**src/include/crc24_config.svh**
```systemverilog
// CRC24 engine configuration

`ifndef CRC24_CONFIG_SVH
`define CRC24_CONFIG_SVH

////////////////////////////////////////
// CRC rule
////////////////////////////////////////

// generator polynomial without the implicit x^24 term, shifted in MSB first
`define CRC24_POLY 24'h328B63

// every burst starts from an all-ones remainder, no final inversion is applied
`define CRC24_INIT 24'hFFFFFF

////////////////////////////////////////
// beat geometry
////////////////////////////////////////

// payload word width in bits
`define CRC24_WORD_BITS 64

// at most this many words arrive in one beat, word 0 goes first on the wire
`define CRC24_MAX_WORDS 3

`endif

```
**src/hdl/crc24_pkg.sv**
```systemverilog
// CRC24 value types
`default_nettype none

`include "crc24_config.svh"

package crc24_pkg;

	// remainder of the CRC, also used for an evolved word contribution
	typedef logic [23:0] crc24_t;

	// one payload word as it comes off the link
	typedef logic [`CRC24_WORD_BITS-1:0] data_word_t;

	// one serial step of the MSB-first CRC
	// the evolve and zero-advance matrices are built from it at elaboration
	function automatic crc24_t crc24_shift_bit(crc24_t c, logic d);
		logic fb;
		crc24_t poly;
		fb = c[23] ^ d;
		poly = `CRC24_POLY;
		return {c[22:0], 1'b0} ^ ({$bits(crc24_t){fb}} & poly);
	endfunction

endpackage

`default_nettype wire

```
**src/hdl/stream_pkg.sv**
```systemverilog
// Beat framing types
`default_nettype none

`include "crc24_config.svh"

package stream_pkg;

	// number of valid words in a beat, legal values are 1 up to the maximum
	// a zero count never occurs on a legal beat
	typedef logic [$clog2(`CRC24_MAX_WORDS + 1)-1:0] word_count_t;

	// four-phase receiver states
	//   idle          waiting for req to rise
	//   acked         the cycle right after a beat was taken
	//   wait_release  ack held high until the source drops req
	typedef enum logic [1:0] {
		idle,
		acked,
		wait_release
	} ingress_state_t;

endpackage

`default_nettype wire

```
**src/hdl/beat_if.sv**
```systemverilog
// Framed beat interface
`default_nettype none
`timescale 1ns/1ps

`include "crc24_config.svh"

interface beat_if ();
	import crc24_pkg::*;
	import stream_pkg::*;

	// valid is a single-cycle strobe, the rest is only meaningful with it
	logic valid;
	logic sop;
	logic eop;
	word_count_t count;

	// word 0 is the oldest word of the beat on the wire
	data_word_t [`CRC24_MAX_WORDS-1:0] words;

	// the ingress drives a beat
	modport source (
		output valid, sop, eop, count, words
	);

	// evolvers and combiner consume it
	modport sink (
		input valid, sop, eop, count, words
	);

endinterface

`default_nettype wire

```
**src/hdl/crc24_beat_ingress.sv**
```systemverilog
// Four-phase beat receiver
`default_nettype none
`timescale 1ns/1ps

module crc24_beat_ingress (
	input  logic                    clk,
	input  logic                    arst,
	input  logic                    req,
	input  logic                    sop,
	input  logic                    eop,
	input  stream_pkg::word_count_t count,
	input  crc24_pkg::data_word_t   word_0,
	input  crc24_pkg::data_word_t   word_1,
	input  crc24_pkg::data_word_t   word_2,
	output logic                    ack,
	beat_if.source                  beat
);
	import stream_pkg::*;

	ingress_state_t state;
	logic take;

	// a beat is taken on the first edge that sees req high while idle
	// in every other state a new req just waits, which is all the
	// back-pressure the source ever sees
	assign take = (state == idle) && req;

	////////////////////////////////////////
	// handshake FSM
	////////////////////////////////////////

	always_ff @(posedge clk or posedge arst) begin
		if (arst) begin
			state <= idle;
			ack <= 1'b0;
			beat.valid <= 1'b0;
			beat.sop <= 1'b0;
			beat.eop <= 1'b0;
			beat.count <= '0;
		end else begin
			// valid only lives for the accept cycle
			beat.valid <= 1'b0;
			case (state)
				idle: begin
					if (req) begin
						state <= acked;
						ack <= 1'b1;
						beat.valid <= 1'b1;
						beat.sop <= sop;
						beat.eop <= eop;
						beat.count <= count;
					end
				end
				acked: begin
					// a fast source may already have released req
					if (!req) begin
						state <= idle;
						ack <= 1'b0;
					end else begin
						state <= wait_release;
					end
				end
				wait_release: begin
					if (!req) begin
						state <= idle;
						ack <= 1'b0;
					end
				end
				default: begin
					state <= idle;
					ack <= 1'b0;
				end
			endcase
		end
	end

	////////////////////////////////////////
	// payload capture
	////////////////////////////////////////

	// payload of the accepted beat, taken on the same edge as the framing
	always_ff @(posedge clk) begin
		if (take) begin
			beat.words <= {word_2, word_1, word_0};
		end
	end

endmodule

`default_nettype wire

```
**src/hdl/crc24_word_evolve.sv**
```systemverilog
// Zero-state CRC24 of one word
`default_nettype none
`timescale 1ns/1ps

`include "crc24_config.svh"

module crc24_word_evolve (
	input  logic                  clk,
	input  logic                  arst,
	input  logic                  ena,
	input  crc24_pkg::data_word_t word,
	output crc24_pkg::crc24_t     evo
);
	import crc24_pkg::*;

	// one column per data bit, column j is the CRC of a word holding only bit j
	typedef crc24_t [`CRC24_WORD_BITS-1:0] evo_matrix_t;

	// the whole word is shifted MSB first through a zeroed CRC for every column
	function automatic evo_matrix_t build_matrix();
		evo_matrix_t m;
		crc24_t c;
		for (int j = 0; j < `CRC24_WORD_BITS; j++) begin
			c = '0;
			for (int b = `CRC24_WORD_BITS - 1; b >= 0; b--) begin
				c = crc24_shift_bit(c, b == j);
			end
			m[j] = c;
		end
		return m;
	endfunction

	localparam evo_matrix_t EVO_MATRIX = build_matrix();

	crc24_t evo_next;

	// the CRC is linear, so the evolved word is the XOR of the columns
	// picked by its set bits
	always_comb begin
		evo_next = '0;
		for (int j = 0; j < `CRC24_WORD_BITS; j++) begin
			if (word[j]) begin
				evo_next = evo_next ^ EVO_MATRIX[j];
			end
		end
	end

	// one register stage, loaded with the beat strobe
	always_ff @(posedge clk or posedge arst) begin
		if (arst) begin
			evo <= '0;
		end else if (ena) begin
			evo <= evo_next;
		end
	end

endmodule

`default_nettype wire

```
**src/hdl/crc24_zero_advance.sv**
```systemverilog
// CRC24 advance across zero words
`default_nettype none
`timescale 1ns/1ps

`include "crc24_config.svh"

module crc24_zero_advance #(
	parameter int SHIFT_WORDS = 1
) (
	input  crc24_pkg::crc24_t c,
	output crc24_pkg::crc24_t crc_out
);
	import crc24_pkg::*;

	localparam int SHIFT_BITS = SHIFT_WORDS * `CRC24_WORD_BITS;

	// column i is where remainder bit i ends up after the zero span
	typedef crc24_t [$bits(crc24_t)-1:0] adv_matrix_t;

	function automatic adv_matrix_t build_matrix();
		adv_matrix_t m;
		crc24_t r;
		for (int i = 0; i < $bits(crc24_t); i++) begin
			r = crc24_t'(1) << i;
			for (int n = 0; n < SHIFT_BITS; n++) begin
				r = crc24_shift_bit(r, 1'b0);
			end
			m[i] = r;
		end
		return m;
	endfunction

	localparam adv_matrix_t ADV_MATRIX = build_matrix();

	// pure XOR network, no state at all
	always_comb begin
		crc_out = '0;
		for (int i = 0; i < $bits(crc24_t); i++) begin
			if (c[i]) begin
				crc_out = crc_out ^ ADV_MATRIX[i];
			end
		end
	end

endmodule

`default_nettype wire

```
**src/hdl/crc24_beat_combine.sv**
```systemverilog
// CRC24 beat combiner
`default_nettype none
`timescale 1ns/1ps

`include "crc24_config.svh"

module crc24_beat_combine (
	input  logic              clk,
	input  logic              arst,
	beat_if.sink              beat,
	input  crc24_pkg::crc24_t evo_0,
	input  crc24_pkg::crc24_t evo_1,
	input  crc24_pkg::crc24_t evo_2,
	output crc24_pkg::crc24_t crc,
	output logic              crc_valid
);
	import crc24_pkg::*;
	import stream_pkg::*;

	logic valid_q;
	logic sop_q;
	logic eop_q;
	word_count_t count_q;
	crc24_t rem;
	crc24_t base;
	crc24_t base_x1, base_x2, base_x3;
	crc24_t word_sel;
	crc24_t word_x1, word_x2;
	crc24_t rem_next;

	////////////////////////////////////////
	// framing, one cycle late
	////////////////////////////////////////

	// the evolvers spend a cycle on the words, so framing follows them
	always_ff @(posedge clk or posedge arst) begin
		if (arst) begin
			valid_q <= 1'b0;
			sop_q <= 1'b0;
			eop_q <= 1'b0;
			count_q <= '0;
		end else begin
			valid_q <= beat.valid;
			if (beat.valid) begin
				sop_q <= beat.sop;
				eop_q <= beat.eop;
				count_q <= beat.count;
			end
		end
	end

	////////////////////////////////////////
	// zero-span advances
	////////////////////////////////////////

	// a new burst restarts from all ones instead of the rolling value
	assign base = sop_q ? crc24_t'(`CRC24_INIT) : rem;

	crc24_zero_advance #(.SHIFT_WORDS(1)) base_adv_1_i (.c(base), .crc_out(base_x1));
	crc24_zero_advance #(.SHIFT_WORDS(2)) base_adv_2_i (.c(base), .crc_out(base_x2));
	crc24_zero_advance #(.SHIFT_WORDS(3)) base_adv_3_i (.c(base), .crc_out(base_x3));

	// with three words, word 1 needs one span and word 0 two
	// with two words only word 0 needs one span, so the single-span
	// advance is shared between them
	assign word_sel = (count_q == word_count_t'(3)) ? evo_1 : evo_0;

	crc24_zero_advance #(.SHIFT_WORDS(1)) word_adv_1_i (.c(word_sel), .crc_out(word_x1));
	crc24_zero_advance #(.SHIFT_WORDS(2)) word_adv_2_i (.c(evo_0), .crc_out(word_x2));

	// the newest word of the beat is never advanced
	always_comb begin
		case (count_q)
			word_count_t'(1): rem_next = base_x1 ^ evo_0;
			word_count_t'(2): rem_next = base_x2 ^ word_x1 ^ evo_1;
			word_count_t'(3): rem_next = base_x3 ^ word_x2 ^ word_x1 ^ evo_2;
			default:          rem_next = base;
		endcase
	end

	////////////////////////////////////////
	// rolling remainder and result
	////////////////////////////////////////

	always_ff @(posedge clk or posedge arst) begin
		if (arst) begin
			rem <= `CRC24_INIT;
			crc <= '0;
			crc_valid <= 1'b0;
		end else begin
			crc_valid <= valid_q && eop_q;
			if (valid_q) begin
				rem <= rem_next;
				// the consumer has to grab crc in the pulse cycle
				if (eop_q) begin
					crc <= rem_next;
				end
			end
		end
	end

endmodule

`default_nettype wire

```
**src/hdl/crc24_burst_engine.sv**
```systemverilog
// Burst CRC24 engine
`default_nettype none
`timescale 1ns/1ps

`include "crc24_config.svh"

module crc24_burst_engine (
	input  logic                    clk,
	input  logic                    arst,
	input  logic                    req,
	input  logic                    sop,
	input  logic                    eop,
	input  stream_pkg::word_count_t count,
	input  crc24_pkg::data_word_t   word_0,
	input  crc24_pkg::data_word_t   word_1,
	input  crc24_pkg::data_word_t   word_2,
	output logic                    ack,
	output crc24_pkg::crc24_t       crc,
	output logic                    crc_valid
);
	import crc24_pkg::*;

	// beat issued by the ingress, pulsing once per handshake
	beat_if beat_in ();

	// registered evolved words, one per word slot
	crc24_t [`CRC24_MAX_WORDS-1:0] evo;

	crc24_beat_ingress ingress_i (
		.clk    (clk),
		.arst   (arst),
		.req    (req),
		.sop    (sop),
		.eop    (eop),
		.count  (count),
		.word_0 (word_0),
		.word_1 (word_1),
		.word_2 (word_2),
		.ack    (ack),
		.beat   (beat_in.source)
	);

	// slots beyond count are evolved too and simply ignored downstream
	for (genvar i = 0; i < `CRC24_MAX_WORDS; i++) begin : g_evolve
		crc24_word_evolve evolve_i (
			.clk  (clk),
			.arst (arst),
			.ena  (beat_in.valid),
			.word (beat_in.words[i]),
			.evo  (evo[i])
		);
	end

	crc24_beat_combine combine_i (
		.clk       (clk),
		.arst      (arst),
		.beat      (beat_in.sink),
		.evo_0     (evo[0]),
		.evo_1     (evo[1]),
		.evo_2     (evo[2]),
		.crc       (crc),
		.crc_valid (crc_valid)
	);

endmodule

`default_nettype wire

```
**config.mk**
```make
export PLATFORM = sky130hd
export DESIGN_NAME = crc24_burst_engine
export DESIGN_NICKNAME = d
export VERILOG_FILES = /design/src/hdl/crc24_pkg.sv /design/src/hdl/stream_pkg.sv /design/src/hdl/beat_if.sv /design/src/hdl/crc24_beat_ingress.sv /design/src/hdl/crc24_word_evolve.sv /design/src/hdl/crc24_zero_advance.sv /design/src/hdl/crc24_beat_combine.sv /design/src/hdl/crc24_burst_engine.sv
export VERILOG_INCLUDE_DIRS = /design/src /design/src/include
export SDC_FILE = /design/constraint.sdc
export NUM_CORES = 2
export LEC_CHECK = 0
export ABC_AREA = 1
export ABC_CLOCK_PERIOD_IN_PS = 5550
export BUFFER_PORTS_ARGS = -buffer_cell sky130_fd_sc_hd__buf_2
export CORE_MARGIN = 2
export CORE_UTILIZATION = 45
export DETAILED_ROUTE_END_ITERATION = 12
export PLACE_DENSITY = 0.65
export SLEW_MARGIN = 20
export SYNTH_ARGS = -nofsm -noshare
export SYNTH_HDL_FRONTEND = slang
export SYNTH_SLANG_ARGS = --single-unit
```
**constraint.sdc**
```tcl
create_clock -name clk -period 5.55 [get_ports clk]
set_input_delay 1.665 -clock clk [delete_from_list [all_inputs] [get_ports clk]]
set_output_delay 1.665 -clock clk [all_outputs]
set_load 0.02 [all_outputs]
```
== Yosys cells after proc, flatten, opt, wreduce, memory -nomap -nowiden ==
Index checks and enable logic that the tools add are counted.
Word-level totals
  register bits after elaboration: 326
  bits of input ports: 199
  output and inout port bits: 26
  logic and storage cells: 669
Operators by class
  eq/ne operators: 8
  mux-type cells: 324
  bitwise logic cells: 310
  reduce and logical (&&, ||, !) cells: 8
Operator list (number)
  2-to-1 mux 24 bit: 149
  2-to-1 mux 23 bit: 76
  inverter 11 bit: 127
  inverter 13 bit: 80
  inverter 15 bit: 64
  2-to-1 mux 22 bit: 38
  2-to-1 mux 21 bit: 21
  2-to-1 mux 20 bit: 17
  inverter 9 bit: 21
  2-to-1 mux 19 bit: 9
  bitwise XOR 24 bit: 6
  2-to-1 mux 18 bit: 4
  case mux 24 bit (3 select lines): 1
  inverter 10 -> 11 bit: 6
  inverter 19 bit: 3
  inverter 12 -> 13 bit: 2
  inverter 8 -> 9 bit: 1
  AND reduction 2 bit: 4
  equality test 2 bit (second input constant): 3
  2-to-1 mux 2 bit: 3
  inequality test 2 bit (second input constant): 3
  case mux 2 bit (3 select lines): 1
  equality test 2 x 1 -> 1 bit (second input constant): 2
  2-to-1 mux 1 bit: 4
  other kinds (4): 5

== Longest topological paths before layout ==
  depth after elaboration: 127
  gate-level depth with buffers: 23
  depth with buffers taken out: 21

== Hierarchy ==
A second synthesis with hierarchy kept.
Second synthesis, totals
  cell total of the unflattened synthesis: 8579
  area, all modules: 53656.5 um^2
Modules (own cells, without submodules)
  crc24_word_evolve: times used 3, cells an instance 1435, area each 8668.3 um^2, sequential area each 600.6 um^2
  crc24_zero_advance (combine_i.base_adv_1_i ...): times used 2, cells an instance 580, area each 3121.7 um^2, sequential area each 0.0 um^2
  crc24_zero_advance (combine_i.base_adv_2_i ...): times used 2, cells an instance 582, area each 3118.0 um^2, sequential area each 0.0 um^2
  crc24_beat_ingress: times used 1, cells an instance 239, area each 6157.2 um^2, sequential area each 5965.7 um^2
  crc24_beat_combine: times used 1, cells an instance 1148, area each 6155.9 um^2, sequential area each 1381.3 um^2
  crc24_zero_advance (combine_i.base_adv_3_i): times used 1, cells an instance 563, area each 2859.0 um^2, sequential area each 0.0 um^2

== Worst setup path before layout ==
No wires, ideal clock.
  path type: input port to flip-flop
  start: input port req
  end: register ingress_i.beat.words[0] (enable)
  setup time: 0.547 ns
  data arrival time: 5.547 ns
  required time: 5.003 ns
  slack: -0.544 ns
  cell stages on the path: 2
  path buffers: 0
  cell sequence: nand2_1 > inv_1
On the way
  word-level cells in the longest chain between the ends: 1
Ends and longest elaborated chain
  from (decl): RTL line crc24_burst_engine.sv:10  | input logic req,
  logical AND 1 bit: RTL line crc24_beat_ingress.sv:26  | assign take = (state == idle) && req;
  via ingress_i.take: RTL line crc24_beat_ingress.sv:21  | logic take;
  to (signal assigned): RTL line crc24_beat_ingress.sv:84  | beat.words <= {word_2, word_1, word_0};
  to (decl): RTL line beat_if.sv:22  | output valid, sop, eop, count, words
The timed path passes the listed nets, and every way through them passes these cells.
A chain may end at the register's enable or synchronous reset.

== Final worst setup path ==
  start: register combine_i.count_q[1]
  end: register combine_i.crc[20]
On the way
  word-level cells in the longest chain between the ends: 37
  elaborated cells between the ends (all ways): 41
  those cells by class: eq/ne: 3; mux: 25; bitwise: 13
Ends and longest elaborated chain
  from (decl): RTL line crc24_beat_combine.sv:23  | word_count_t count_q;
  from (signal assigned): RTL line crc24_beat_combine.sv:47  | count_q <= beat.count;
  equality test 2 bit: RTL line crc24_beat_combine.sv:66, crc24_beat_combine.sv:73
  2-to-1 mux 24 bit: RTL line crc24_beat_combine.sv:66  | assign word_sel = (count_q == word_count_t'(3)) ? evo_1 : evo_0;
  2-to-1 mux 24 bit: RTL line crc24_zero_advance.sv:39  | if (c[i]) begin
  inverter 11 bit (no source line)
  2-to-1 mux 21 bit: RTL line crc24_zero_advance.sv:39
  2-to-1 mux 22 bit: RTL line crc24_zero_advance.sv:39
  inverter 11 bit (no source line)
  2-to-1 mux 23 bit: RTL line crc24_zero_advance.sv:39
  (+16 left out)
  2-to-1 mux 23 bit: RTL line crc24_zero_advance.sv:39
  inverter 15 bit (no source line)
  2-to-1 mux 24 bit (3 in series): RTL line crc24_zero_advance.sv:39
  inverter 13 bit (no source line)
  2-to-1 mux 23 bit: RTL line crc24_zero_advance.sv:39
  2-to-1 mux 24 bit (3 in series): RTL line crc24_zero_advance.sv:39
  bitwise XOR 24 bit (on tied branches) (2 in series): RTL line crc24_beat_combine.sv:76, crc24_beat_combine.sv:75
  case mux 24 bit (3 select lines) *: RTL line crc24_beat_combine.sv:73  | case (count_q)
  to (signal assigned): RTL line crc24_beat_combine.sv:96  | crc <= rem_next;
  to (decl): RTL line crc24_beat_combine.sv:14  | output crc24_pkg::crc24_t crc,
Mark *: on every way between the ends. The rest lies on a longest branch, timed or not.

==> results by group <==
Run status
  – Status: complete, no violations

STA
  – Minimum clock period: 4.12 ns
  – RSZ-0062 raised after global routing: false
  – F_max: 243 MHz
  – Slew @ Worst Pin: 1.21 ns
  – Max_slew headroom: 18.4%
  – Final Slew Violations: 0
  – Setup violators final: 0
  – TNS Setup: 0 ns
  – Final period util: 74.3%
  – Endpoints failing hold: 0
  – Layout Skew: 0.0200 ns
  – Hold slack final: 0.474 ns

Clock network
  – CTS Sinks: 326
  – # resized after CTS: 0
  – Clk_lat worst skew: 0.64 ns
  – CTS tree: yes
  – H-tree levels: 2
  – Clock buffer depth: 3
  – CTS hold repair buffers: 0
  – CTS buffer count: 42
  – Post-CTS Setup Bufs: 0
  – Clk root buf: clkbuf_16
  – Clock-pin slew on the worst setup and hold paths: 0.07 ns

Synthesis
  – Yosys reg bits: 326
  – Post-synth ARST share: 41.1%
  – Mapped cell area: 0.0424 sq mm
  – Mean Syn Cell Area: 7.52 sq um
  – Post-synth EDFFs: 192
  – Mapped Cells: 5640
  – Post-Syn Nets: 5842
  – Seq/Total Area, Yosys: 21.6%
  – Commonest register cell after synthesis: edfxtp_1
  – Ys Warns: 0
  – Synth unique cells: 42

Detailed routing
  – Vias post-DR: 37400
  – Initial detailed-routing violation count: 4454
  – DRC viols: 0
  – Final Routed Wirelength: 174000 um
  – ANT nets after route: 0
  – First drt pass iteration count: 7
  – Via/cell ratio: 5.37
  – WL per Instance: 25.0 um

Floorplan
  – Initial core utilization: 45.5%
  – Num rows: 112
  – IO Pins: 225
  – Die width: 311 um
  – DIE HEIGHT: 311 um
  – DIE AREA: 0.0968 sq mm
  – Core area: 0.0933 sq mm

Layout
  – Share of cells above drive strength 1: 8.79%
  – Most frequent cells in the layout: nand2_1 (1499), xnor2_1 (1213), xor2_1 (1066)
  – FILL cells: 9342
  – Final #Nets: 5868
  – Area delta synth->final: 7.30%
  – Most common cell after layout, fill and taps aside: nand2_1

Placed design
  – Port bufs: 224
  – DPL Wire Length: 137000 um
  – Gp weighted congestion: 1.12

Worst setup path
  – Crit start category: flip-flop
  – Worst endpoint required time: 6.13 ns
  – WS Path Type: flip-flop to flip-flop
  – Crit end category: flip-flop
  – Arr. time, crit path: 4.70 ns
  – Crit path max fanout: 60

GRT
  – Initial antenna violation count: 0
  – First-pass GRT wire length: 247000 um
  – Tot GR Track Use: 34.9%
  – Largest net degree at the start of global routing: 87
  – GRT overflow: 0
  – Vias in the first global route: 34900

Run
  – Max Cap Viol: 0

Min path
  – Worst hold-check path type: flip-flop to flip-flop
## cell type report
| class | count | area [sq um] | area share, % |
|---|---|---|---|
| Tap cell | 1254 | 1570 | 3.45 |
| Sequential cell | 326 | 9150 | 20.1 |
| Multi-Input combinational cell | 4624 | 30400 | 66.8 |
| Clock buffer | 49 | 1100 | 2.41 |
| Timing Repair Buffer | 266 | 1440 | 3.16 |
| Inverter | 406 | 1540 | 3.37 |
| Clock inverter | 29 | 318 | 0.698 |
| Antenna cell | 1 | 2.50 | 0.00550 |
## state kept, by name, indices dropped and copies added (netlist names)
name	cells
ingress_i.beat.valid	1
ingress_i.state	2
combine_i.crc	24
combine_i.count_q	2
combine_i.sop_q	1
combine_i.rem	24
combine_i.crc_valid	1
combine_i.eop_q	1
ingress_i.beat.words	192
ingress_i.beat.sop	1
g_evolve.evolve_i.evo	72
combine_i.valid_q	1
ingress_i.beat.count	2
ingress_i.beat.eop	1
ingress_i.ack	1
## Yosys cell counts (4+ instances only)
| cell | n | area (sq um) |
|---|---|---|
| buf_6 | 12 | 135 |
| clkbuf_1 | 130 | 488 |
| dfrtp_1 | 110 | 2750 |
| xor2_1 | 1066 | 9340 |
| inv_1 | 396 | 1490 |
| xor2_2 | 5 | 81.3 |
| nand2_1 | 1500 | 5630 |
| o21ai_0 | 120 | 601 |
| or2_1 | 7 | 43.8 |
| or2_2 | 42 | 263 |
| nor2_2 | 9 | 56.3 |
| xnor2_1 | 1213 | 10600 |
| nand2_2 | 18 | 113 |
| buf_1 | 6 | 22.5 |
| buf_4 | 11 | 82.6 |
| o22ai_1 | 4 | 25.0 |
| buf_2 | 125 | 626 |
| nand3_1 | 376 | 1880 |
| o21ai_4 | 8 | 130 |
| o21ai_1 | 21 | 105 |
| inv_2 | 6 | 22.5 |
| o21ai_2 | 39 | 342 |
| nand4_1 | 14 | 87.6 |
| nand3b_1 | 31 | 233 |
| nand2b_1 | 5 | 31.3 |
| nor2_1 | 75 | 282 |
| a21o_1 | 5 | 37.5 |
| edfxtp_1 | 192 | 5770 |
| dfstp_2 | 24 | 631 |
| a21oi_1 | 42 | 210 |
| o21a_1 | 5 | 37.5 |
## through the flow
step                setup slack [ns]  util [%]  std cells  cell area [sq um]
floorplan                      0.342         -       5640              42400
global placement                1.64      47.3       6876              44100
detailed placement              1.66      47.3       6876              44100
CTS                             1.61      48.8       6954              45500
global route                    1.15      48.8       6954              45500
finish                          1.43      48.8       6955              45500
## worst max-delay path, cell delays in order (launching register included)
cell and delay (ns):
dfrtp_1 0.63, nand2_4 0.52, buf_4 0.44, o21ai_2 0.58, nand2_1 0.10, nand2_1 0.15
nand3_1 0.09, nand2_1 0.08, xor2_1 0.17, xor2_1 0.65, inv_1 0.14, nand2_1 0.10
nand3_1 0.07, nand3_1 0.15, nand3_1 0.08, nand2_1 0.08
## cell families (layout without fill, tap and decap cells)
family	after synthesis	after routing	share of synthesized area [%]
xor gates and xnor gates	2289	2289	47.5
and+or+nand+nor	2084	2084	20.5
buffers and inverters	690	750	6.79
DFF	326	326	21.6
AOI/OAI and AO/OA	248	248	3.58
adders and majority gates	3	3	0.0885
other	0	1	0
## routing by layer
layer / share of wire (%) / up-vias / GRT usage (%)
li1: - / 17300 / -
met1: 41 / 17500 / 46.3
met2: 43 / 2115 / 53.4
met3: 10 / 434 / 6.82
met4: 6.4 / 0 / 19.0
met5: 0 / - / 0
## path summary, 6_finish.rpt
path	start	endpoint	slack (ns)	cells past startpoint
setup / recovery	combine_i.count_q[1]	combine_i.crc[20]	1.43	15
hold / removal	combine_i.crc[4]	combine_i.crc[4]	0.47	2
setup reg to reg	combine_i.count_q[1]	combine_i.crc[20]	1.43	15
hold reg to reg	combine_i.crc[4]	combine_i.crc[4]	0.47	2
max in group asynchronous	arst	combine_i.rem[19]	3.32	3
min in group asynchronous	arst	ingress_i.ack	1.19	2
Power is left out: the tool's default activity adds up to more than one toggle a clock period on the data nets, which glitch-free logic cannot reach.
